## src/rtl/mips_ctrl_consts.svh

```systemverilog
`ifndef MIPS_CTRL_CONSTS_SVH
`define MIPS_CTRL_CONSTS_SVH

// instruction field widths
`define INSTR_W     32
`define OPCODE_W    6
`define FUNCT_W     6
`define REG_ADDR_W  5
`define SHAMT_W     5
`define IMM_W       16

// primary opcodes
`define OP_RTYPE    6'b000000
`define OP_ADDI     6'b001000
`define OP_ANDI     6'b001100
`define OP_ORI      6'b001101
`define OP_XORI     6'b001110
`define OP_LUI      6'b001111

// memory access
`define OP_LW       6'b100011
`define OP_SW       6'b101011

// funct codes under OP_RTYPE
`define FN_ADD      6'b100000
`define FN_SUB      6'b100010
`define FN_AND      6'b100100
`define FN_OR       6'b100101
`define FN_XOR      6'b100110

// shifts take the amount from shamt
`define FN_SLL      6'b000000
`define FN_SRL      6'b000010

`endif

```

## src/rtl/mips_ctrl_pkg.sv

```systemverilog
package mips_ctrl_pkg;

	`include "mips_ctrl_consts.svh"

	// same 32-bit word seen as R-format or I-format
	typedef union packed {
		struct packed {
			logic [`OPCODE_W-1:0]   opcode;
			logic [`REG_ADDR_W-1:0] rs;
			logic [`REG_ADDR_W-1:0] rt;
			logic [`REG_ADDR_W-1:0] rd;
			logic [`SHAMT_W-1:0]    shamt;
			logic [`FUNCT_W-1:0]    funct;
		} r;
		struct packed {
			logic [`OPCODE_W-1:0]   opcode;
			logic [`REG_ADDR_W-1:0] rs;
			logic [`REG_ADDR_W-1:0] rt;
			logic [`IMM_W-1:0]      imm;
		} i;
	} instr_word_t;

	typedef enum logic [2:0] {
		ALU_R,
		ALU_I,
		LOAD,
		STORE,
		ILLEGAL
	} instr_class_t;

	// datapath ALU codes
	typedef enum logic [2:0] {
		ADD = 3'd0,
		SUB = 3'd1,
		AND = 3'd2,
		OR  = 3'd3,
		XOR = 3'd4,
		SLL = 3'd5,
		SRL = 3'd6,
		LUI = 3'd7
	} alu_op_t;

	typedef enum logic [2:0] {
		FETCH,
		DECODE,
		EXECUTE,
		MEMORY,
		WRITEBACK
	} step_t;

endpackage

```

## src/rtl/control_encoder.sv

```systemverilog
`timescale 1ns/10ps

module control_encoder import mips_ctrl_pkg::*; (
	input  step_t        i_step,
	input  instr_class_t i_instr_class,
	input  alu_op_t      i_alu_op,
	input  logic         i_shift,
	output alu_op_t      o_alu_op,
	output logic         o_alu_src,
	output logic         o_shift,
	output logic         o_i_or_d,
	output logic         o_reg_dst,
	output logic         o_reg_write,
	output logic         o_mem_to_reg,
	output logic         o_mem_write
);

	logic instr_active;

	// steps that carry the decoded instruction
	assign instr_active = (i_step == EXECUTE) || (i_step == MEMORY) || (i_step == WRITEBACK);

	always_comb begin
		// fetch uses ADD on register source for pc increment
		o_alu_op = ADD;
		o_alu_src = 1'b0;
		o_shift = 1'b0;
		o_i_or_d = 1'b0;
		o_reg_dst = 1'b0;
		o_reg_write = 1'b0;
		o_mem_to_reg = 1'b0;
		o_mem_write = 1'b0;

		if (instr_active) begin
			o_alu_op = i_alu_op;
			o_shift = i_shift;
			// immediate operand for everything but R-type
			o_alu_src = (i_instr_class != ALU_R);
		end

		case (i_step)
			MEMORY: begin
				o_i_or_d = 1'b1;
				o_mem_write = (i_instr_class == STORE);
			end
			WRITEBACK: begin
				o_reg_write = 1'b1;
				o_reg_dst = (i_instr_class == ALU_R);
				o_mem_to_reg = (i_instr_class == LOAD);
			end
			default: begin
				o_i_or_d = 1'b0;
			end
		endcase
	end

endmodule

```

## src/rtl/instr_decoder.sv

```systemverilog
`timescale 1ns/10ps

`include "mips_ctrl_consts.svh"

module instr_decoder import mips_ctrl_pkg::*; (
	input  instr_word_t  i_instr,
	output instr_class_t o_instr_class,
	output alu_op_t      o_alu_op,
	output logic         o_shift
);

	always_comb begin
		o_instr_class = ILLEGAL;
		o_alu_op = ADD;
		o_shift = 1'b0;

		case (i_instr.i.opcode)
			`OP_RTYPE: begin
				o_instr_class = ALU_R;
				case (i_instr.r.funct)
					`FN_ADD: o_alu_op = ADD;
					`FN_SUB: o_alu_op = SUB;
					`FN_AND: o_alu_op = AND;
					`FN_OR:  o_alu_op = OR;
					`FN_XOR: o_alu_op = XOR;
					`FN_SLL: begin
						o_alu_op = SLL;
						o_shift = 1'b1;
					end
					`FN_SRL: begin
						o_alu_op = SRL;
						o_shift = 1'b1;
					end
					// unknown funct
					default: o_instr_class = ILLEGAL;
				endcase
			end
			`OP_ADDI: begin
				o_instr_class = ALU_I;
				o_alu_op = ADD;
			end
			`OP_ANDI: begin
				o_instr_class = ALU_I;
				o_alu_op = AND;
			end
			`OP_ORI: begin
				o_instr_class = ALU_I;
				o_alu_op = OR;
			end
			`OP_XORI: begin
				o_instr_class = ALU_I;
				o_alu_op = XOR;
			end
			`OP_LUI: begin
				o_instr_class = ALU_I;
				o_alu_op = LUI;
			end
			// address is base plus offset
			`OP_LW: begin
				o_instr_class = LOAD;
				o_alu_op = ADD;
			end
			`OP_SW: begin
				o_instr_class = STORE;
				o_alu_op = ADD;
			end
			default: begin
				o_instr_class = ILLEGAL;
			end
		endcase
	end

endmodule

```

## src/rtl/multicycle_control.sv

```systemverilog
`timescale 1ns/10ps

module multicycle_control import mips_ctrl_pkg::*; (
	input  logic        clk,
	input  logic        reset,
	input  instr_word_t i_instr,
	input  logic        i_mem_ack,
	output logic        o_mem_req,
	output logic        o_ir_write,
	output logic        o_pc_write,
	output alu_op_t     o_alu_op,
	output logic        o_alu_src,
	output logic        o_shift,
	output logic        o_i_or_d,
	output logic        o_reg_dst,
	output logic        o_reg_write,
	output logic        o_mem_to_reg,
	output logic        o_mem_write,
	output logic        o_illegal
);

	instr_class_t instr_class;
	alu_op_t      dec_alu_op;
	logic         dec_shift;
	step_t        step;

	instr_decoder instr_decoder_i (
		.i_instr       (i_instr),
		.o_instr_class (instr_class),
		.o_alu_op      (dec_alu_op),
		.o_shift       (dec_shift)
	);

	step_sequencer step_sequencer_i (
		.clk           (clk),
		.reset         (reset),
		.i_mem_ack     (i_mem_ack),
		.i_instr_class (instr_class),
		.o_step        (step),
		.o_mem_req     (o_mem_req),
		.o_ir_write    (o_ir_write),
		.o_pc_write    (o_pc_write),
		.o_illegal     (o_illegal)
	);

	control_encoder control_encoder_i (
		.i_step        (step),
		.i_instr_class (instr_class),
		.i_alu_op      (dec_alu_op),
		.i_shift       (dec_shift),
		.o_alu_op      (o_alu_op),
		.o_alu_src     (o_alu_src),
		.o_shift       (o_shift),
		.o_i_or_d      (o_i_or_d),
		.o_reg_dst     (o_reg_dst),
		.o_reg_write   (o_reg_write),
		.o_mem_to_reg  (o_mem_to_reg),
		.o_mem_write   (o_mem_write)
	);

endmodule

```

## src/rtl/step_sequencer.sv

```systemverilog
`timescale 1ns/10ps

module step_sequencer import mips_ctrl_pkg::*; (
	input  logic         clk,
	input  logic         reset,
	input  logic         i_mem_ack,
	input  instr_class_t i_instr_class,
	output step_t        o_step,
	output logic         o_mem_req,
	output logic         o_ir_write,
	output logic         o_pc_write,
	output logic         o_illegal
);

	step_t step_q;
	step_t step_d;
	logic  req_q;
	logic  req_d;
	logic  access_step;
	logic  mem_done;

	// only fetch and memory steps talk to memory
	assign access_step = (step_q == FETCH) || (step_q == MEMORY);

	// transfer ends on the cycle ack is sampled with req up
	assign mem_done = req_q && i_mem_ack;

	// new request only once ack from the last transfer is gone
	always_comb begin
		if (mem_done) begin
			req_d = 1'b0;
		end else if (access_step && !i_mem_ack) begin
			req_d = 1'b1;
		end else begin
			req_d = req_q;
		end
	end

	always_comb begin
		step_d = step_q;
		case (step_q)
			FETCH: begin
				if (mem_done) begin
					step_d = DECODE;
				end
			end
			DECODE: begin
				if (i_instr_class == ILLEGAL) begin
					step_d = FETCH;
				end else begin
					step_d = EXECUTE;
				end
			end
			EXECUTE: begin
				if (i_instr_class == LOAD || i_instr_class == STORE) begin
					step_d = MEMORY;
				end else begin
					step_d = WRITEBACK;
				end
			end
			MEMORY: begin
				if (mem_done) begin
					// stores are done once memory accepts the write
					step_d = (i_instr_class == LOAD) ? WRITEBACK : FETCH;
				end
			end
			WRITEBACK: begin
				step_d = FETCH;
			end
			default: begin
				step_d = FETCH;
			end
		endcase
	end

	always_ff @(posedge clk) begin
		if (reset) begin
			step_q <= FETCH;
			req_q <= 1'b0;
		end else begin
			step_q <= step_d;
			req_q <= req_d;
		end
	end

	assign o_step = step_q;
	assign o_mem_req = req_q;

	// IR and PC both load when the fetch completes
	assign o_ir_write = (step_q == FETCH) && mem_done;
	assign o_pc_write = o_ir_write;

	assign o_illegal = (step_q == DECODE) && (i_instr_class == ILLEGAL);

endmodule

```

## config.mk

```make
export PLATFORM = sky130hd
export DESIGN_NAME = multicycle_control
export DESIGN_NICKNAME = d
export VERILOG_FILES = /design/src/rtl/mips_ctrl_pkg.sv /design/src/rtl/control_encoder.sv /design/src/rtl/instr_decoder.sv /design/src/rtl/multicycle_control.sv /design/src/rtl/step_sequencer.sv
export VERILOG_INCLUDE_DIRS = /design/src /design/src/rtl
export SDC_FILE = /design/constraint.sdc
export NUM_CORES = 1
export LEC_CHECK = 0
export BUFFER_PORTS_ARGS = -buffer_cell sky130_fd_sc_hd__buf_2
export CORE_MARGIN = 5
export CORE_UTILIZATION = 33
export DETAILED_ROUTE_END_ITERATION = 6
export GPL_TIMING_DRIVEN = 0
export HOLD_SLACK_MARGIN = 0.05
export PLACE_DENSITY = 0.75
export SYNTH_ARGS = -nofsm -noshare
export SYNTH_HDL_FRONTEND = slang
export SYNTH_SLANG_ARGS = --single-unit
```

## constraint.sdc

```tcl
create_clock -name clk -period 1.83 [get_ports clk]
set_clock_uncertainty 0.15 [all_clocks]
set_input_delay 0.366 -clock clk [delete_from_list [all_inputs] [get_ports clk]]
set_output_delay 0.366 -clock clk [all_outputs]
set_load 0.01 [all_outputs]
```

==> flow_metrics.tcl, run 1 <==
set metrics [dict create \
    io_buffers 28 \
    yosys.area.top_type "dfxtp_1" \
    synth_nets 101 \
    antennaDiodeCount 0 \
    fin_cells 121 \
    ant_nets 0 \
    drc_errors 0 \
    synthFlopType "dfxtp_1" \
    dpl_cell_area_sq_um 606 \
    cts_buffers 3 \
    core-area_sq_um 1280 \
    dr.pass1.iters 4 \
    rows 13 \
    clk_latency_ns 0.23 \
    wl_met3_um 135 \
    cts_sinks 4 \
    worst_path_max_delay_cell "nor4_4" \
    report.final.hold_viol_count 0 \
    htreeDepth 1 \
    die-area_sq_um 2190 \
    max_freq_mhz 501 \
    seq_area_frac_synth_pct 17.9 \
    place_congestion 0.843 \
    placed_cells 109 \
    multiInputGateArea_sq_um 382 \
    cts_tree "built" \
    route.met2.wl_um 737 \
    finalPower_w 0.000271 \
    slew_viol_final 0 \
    drive_gt1_share_pct 54.7 \
    relSlewSlack_pct 82.3 \
    ys_warn_count 0 \
    chipWidth_um 46.8 \
    nFillCells 120 \
    wire_per_inst_um 12.3 \
    violations "negative setup slack" \
    start_kind "input pin" \
    power_density_nw_per_um2 343 \
    p_leak_nw 0.384 \
    area_growth_pct 76.5 \
    grt_pass1_vias 550 \
    syn_area_sq_um 447 \
    min_path_cells 2 \
    clk_pin_slew_ns 0.03 \
    register_area_sq_um 82.6 \
    vdd_drop_max_uv 356 \
    cp_num_buf_inv 3 \
    crit_path_max_fanout 5 \
    hold_class "input pin to flop" \
    syn_area_per_cell_sq_um 6.77 \
    dpl_worst_slack_ns -0.223 \
    start_util_pct 34.8 \
    cp_common_cell "buf_6" \
    dp_hpwl_um 1060 \
    grt_setup_unrepaired "true" \
    routed-via-count 641 \
    required_ns 1.31 \
    die_h_um 46.8 \
    grt_first_pass_wirelength_um 2210 \
    yosys.area.top_type_share_pct 17.9 \
    slowest_delay_ns 0.27 \
    drv_cap 0 \
    synth.cells.most_frequent "inv_1, nor2_1, nor3_1" \
    crit_chain "buf_6 -> nor4_4 -> nand3_2 -> buf_6 -> nor4_2 -> buf_2" \
    synth-async-reset-ratio_pct 0 \
    endpoint_kind "output port" \
    critical_path_cell_count 6 \
    cts_root_buffer "clkbuf_4" \
    grt.overflow.total 0 \
    drt-initial-drc-count 7 \
    grt_max_degree 8 \
    grt_antenna_before_repair 0 \
    worstMarginPinSlew_ns 0.264 \
    critical_path_class "input pin to output port" \
    worst_ep_arrival_time_ns 1.48 \
    ctsHoldBuffers 0 \
    vias_per_cell 5.30 \
    synth_area_leaders "dfxtp_1, nor3_1, a21oi_1, inv_1, nor2_1" \
    nets 143 \
    r2r_cells 6 \
    wl_um 1490 \
    highest_layer "met3" \
    fin_area_sq_um 788 \
    setup_viol 8 \
    finalWorstSetupSlack_ns -0.165 \
    critPathTopFamily "simple AND/OR/NAND/NOR gates" \
    grt_usage_pct 13.8 \
    postSynthCellCount 66 \
    post_synth_num_cell_types 33 \
    synth_edf_count 0 \
    ys_seq_elements 4 \
    outcome "finished with violations" \
    tns_ns -0.660 \
    ios 49 \
    min_period_ns 1.99 \
    fin_crit_sh_pct 109 \
    clk_path_buf_depth 2 \
    m1WireLength_um 620 \
]
## stage by stage
stage / utilization (%) / hold WS, ns
detailed placement: 47.1 / 0.390
finish: 61.3 / 0.189
global placement: 47.1 / 0.388
CTS: 55.0 / 0.178
floorplan: - / 0.285
global route: 61.3 / 0.199
## cells in the final DEF, fill, tap and decap left out, types with 2 or more instances in the layout
cell,instances
buf_2,25
buf_4,8
inv_1,6
nor3_1,5
nor2_1,5
a21oi_1,5
buf_6,5
nand3_1,3
clkbuf_4,3
and3_1,2
or2_4,2
and3_2,2
o21ai_0,2
nor4_1,2
nand2b_1,2
nand2_1,2
dfxtp_1,2
dfxtp_2,2
## layout make-up
class,instances,area share (%)
clock buffer,3,2.86
multi-input combinational,53,48.4
inverter,7,3.33
buffer,2,2.86
tap,15,2.38
sequential,4,10.5
timing repair buffer,37,29.7
## sequential cells by signal, summed over array words and instances (netlist names)
signal	cells
step_sequencer_i.o_mem_req	1
step_sequencer_i.o_step	3
## power breakdown
group | internal (W) | switching (W) | leakage, nW
Combinational | 0.0000355 | 0.0000389 | 0.337
Sequential | 0.0000899 | 0.00000265 | 0.0335
Clock | 0.0000730 | 0.0000307 | 0.0138
Total | 0.000198 | 0.0000723 | 0.384
## cell families after synthesis
logic type / synth area share (%)
AND/OR/NAND/NOR: 45.1
AO/OA/AOI/OAI: 26.3
buffers and inverters: 8.68
flip-flops: 17.9
XOR/XNOR: 1.96
## final timing paths
path                                                         startpoint  slack, ns                                       to
worst max-delay path                                         i_instr[4]      -0.16                                  o_shift
worst min-delay path                                          i_mem_ack       0.19  step_sequencer_i.o_mem_req$_SDFFE_PP0P_
worst max register to register  step_sequencer_i.o_step[1]$_SDFFE_PP0P_       0.61  step_sequencer_i.o_step[0]$_SDFFE_PP0P_
worst min register to register  step_sequencer_i.o_mem_req$_SDFFE_PP0P_       0.42  step_sequencer_i.o_mem_req$_SDFFE_PP0P_
## timing repair
item,4_1_cts,5_1_grt
setup buffers,3,6
gates resized for setup,12,9
pin swaps,7,1
endpoints found under the setup margin,8,10
hold endpoints to repair,0,0
## worst register-to-register path, stage by stage (launching register included)
cell     delay (ns)
dfxtp_2        0.31
buf_8          0.12
nor2_4         0.09
buf_4          0.11
nand4_1        0.11
buf_4          0.16
a21oi_1        0.10
## layer usage
layer | up-vias | global-route usage [%]
met5 | - | 0
met4 | 0 | 7.18
li1 | 326 | -
met3 | 0 | 2.30
met2 | 26 | 23.6
met1 | 289 | 16.3
(Power assumes the default switching activity.)
==> inputs of run 2 (changes only) <==
--- a/config.mk
+++ b/config.mk
@@ -6,13 +6,14 @@
 export SDC_FILE = /design/constraint.sdc
 export NUM_CORES = 1
 export LEC_CHECK = 0
+export ABC_AREA = 1
 export BUFFER_PORTS_ARGS = -buffer_cell sky130_fd_sc_hd__buf_2
 export CORE_MARGIN = 5
-export CORE_UTILIZATION = 33
+export CORE_UTILIZATION = 37
 export DETAILED_ROUTE_END_ITERATION = 6
 export GPL_TIMING_DRIVEN = 0
 export HOLD_SLACK_MARGIN = 0.05
-export PLACE_DENSITY = 0.75
+export PLACE_DENSITY = 0.74
 export SYNTH_ARGS = -nofsm -noshare
 export SYNTH_HDL_FRONTEND = slang
 export SYNTH_SLANG_ARGS = --single-unit
==> flow_metrics.tcl, run 2 <==
set metrics [dict create \
    multiInputGateArea_sq_um 478 \
    grt_setup_unrepaired "true" \
    hold_class "input pin to flop" \
    final_common_cell "buf_4" \
    synth-async-reset-ratio_pct 0 \
    start_kind "input pin" \
    antennaDiodeCount 0 \
    cts_tree "built" \
    start_util_pct 39.0 \
    nFillCells 126 \
    ant_nets 0 \
    p_int_w 0.000236 \
    area_growth_pct 80.6 \
    clkPwrFrac_pct 30.5 \
    crit_path_max_fanout 4 \
    wire_per_inst_um 11.7 \
    synthFlopType "dfxtp_1" \
    seq_power_share_pct 27.2 \
    nets 189 \
    p_leak_nw 0.556 \
    place_congestion 0.752 \
    postSynthCellCount 104 \
    vdd_drop_max_uv 388 \
    dp_hpwl_um 1220 \
    most-common-layout-cells "buf_4, buf_2, inv_1, nand2_1" \
    grt_first_pass_wirelength_um 3530 \
    vias_per_cell 4.66 \
    grt_antenna_before_repair 0 \
    post_synth_num_cell_types 20 \
    tns_ns -0.208 \
    yosys.area.top_type "dfxtp_1" \
    timing.hold.ws_ns 0.206 \
    yosys.area.top_type_share_pct 13.6 \
    clk_path_buf_depth 2 \
    register_area_sq_um 80.1 \
    ctsHoldBuffers 0 \
    endpoint_kind "output port" \
    largest_reg_flops 3 \
    drive_gt1_share_pct 60.5 \
    finalWorstSetupSlack_ns -0.0599 \
    syn_area_sq_um 588 \
    synth_area_leaders "dfxtp_1, inv_1, nand2_1, nor2_1, nor2_2" \
    required_ns 1.31 \
    power_density_nw_per_um2 317 \
    rows 14 \
    io_buffers 28 \
    synth_nets 139 \
    violations "negative setup slack" \
    core-area_sq_um 1510 \
    grt_usage_pct 17.6 \
    max_freq_mhz 529 \
    min_period_ns 1.89 \
    setup_viol 8 \
    seq_area_frac_synth_pct 13.6 \
    drt-initial-drc-count 8 \
    comb_power_share_pct 42.3 \
    cts_root_buffer "clkbuf_4" \
    report.final.hold_viol_count 0 \
    cts_buffers 3 \
    ys_seq_elements 4 \
    clk_latency_ns 0.23 \
    worstMarginPinSlew_ns 0.273 \
    slew_viol_final 0 \
    drv_cap 0 \
    yosysMostFrequentCell "inv_1" \
    synth.cells.most_frequent "inv_1, nand2_1, nor2_1" \
    p_sw_w 0.000101 \
    die_h_um 49.9 \
    drc_errors 0 \
    die-area_sq_um 2490 \
    critical_path_class "input pin to output port" \
    grt.overflow.total 0 \
    grt_pass1_vias 816 \
    ys_warn_count 0 \
    htreeDepth 1 \
    relSlewSlack_pct 81.7 \
    worst_ep_arrival_time_ns 1.37 \
    p_sw_share_pct 29.9 \
    fin_crit_sh_pct 103 \
    dpl_worst_slack_ns -0.101 \
    cts_sinks 4 \
    synth_edf_count 0 \
    ios 49 \
    outcome "finished with violations" \
    syn_area_per_cell_sq_um 5.65 \
    dr.pass1.iters 3 \
    routed-via-count 783 \
    clk_pin_slew_ns 0.03 \
    chipWidth_um 49.9 \
    grt_max_degree 6 \
    fin_util_pct 70.5 \
    wl_um 1960 \
]
==> run 2: cell types whose count changed after synthesis, sizes merged, moves of 2 or more <==
cell,change
nor3,+2
and3,-3
nor2,+18
nand2b,-2
nand2,+20
nor4,-4
nand3,+4
inv,+17
or2,-2
o21ai,-2
==> run 2: metal layers <==
metal | vias up | GRT usage [%] | share of wire, %
li1 | 422 | - | -
met5 | - | 0 | 0
met1 | 342 | 19.5 | 42
met3 | 2 | 3.01 | 3.1
met2 | 17 | 32.6 | 54
met4 | 0 | 6.55 | 0.97
==> run 2: final timing paths <==
check                                               start                                      end  slack (ns)  cells after the start
hold reg to reg   step_sequencer_i.o_mem_req$_SDFFE_PP0P_  step_sequencer_i.o_mem_req$_SDFFE_PP0P_        0.35                      2
setup / recovery                               i_instr[5]                                o_reg_dst       -0.06                     11
setup reg to reg  step_sequencer_i.o_step[0]$_SDFFE_PP0P_  step_sequencer_i.o_step[2]$_SDFFE_PP0P_        0.49                      6
hold / removal                                      reset  step_sequencer_i.o_step[0]$_SDFFE_PP0P_        0.21                      2
==> run 2: final cells by class <==
class | count | share of cell area, %
tap | 16 | 1.88
timing repair buffer | 45 | 33.3
clock buffer | 3 | 2.12
inverter | 24 | 9.42
multi-input combinational | 75 | 45.0
sequential | 4 | 7.54
buffer | 1 | 0.707
==> run 2: metrics by stage <==
stage               power, W  area, sq um  instances
finish              0.000337         1060        168
global route        0.000364         1060        168
CTS                 0.000337         1060        168
detailed placement  0.000174          748        148
global placement    0.000172          748        148
floorplan           0.000139          588        104
==> run 2: power groups by stage <==
stage          clock network, W  registers [W]  logic [W]
2_1_floorplan                 0      0.0000930  0.0000460
3_3_place_gp                  0      0.0000924  0.0000791
3_5_place_dp                  0      0.0000925  0.0000813
4_1_cts                0.000109      0.0000914   0.000137
5_1_grt                0.000117      0.0000918   0.000155
6_report               0.000103      0.0000915   0.000143
==> run 2: cells by family (layout without fill, tap and decap cells) <==
group                  count (synthesis)  count (layout)  synth area share [%]
AO/OA/AOI/OAI                          9               9                  8.94
buffers and inverters                 25              73                  16.6
flip-flops                             4               4                  13.6
AND/OR/NAND/NOR                       66              66                  60.9
==> run 2: worst max-delay path, stage by stage <==
cell     delay [ns]
buf_8          0.08
inv_4          0.03
nor2_4         0.13
nand2_1        0.09
nor2_2         0.12
nor2_2         0.04
nand2_1        0.07
and2_4         0.17
nand2_4        0.05
nor2_2         0.08
buf_2          0.13
==> run 2: timing repair <==
item	in CTS	in global routing
setup endpoints to repair	9	12
pin swaps	21	4
setup buffers	17	0
resized for setup	45	2
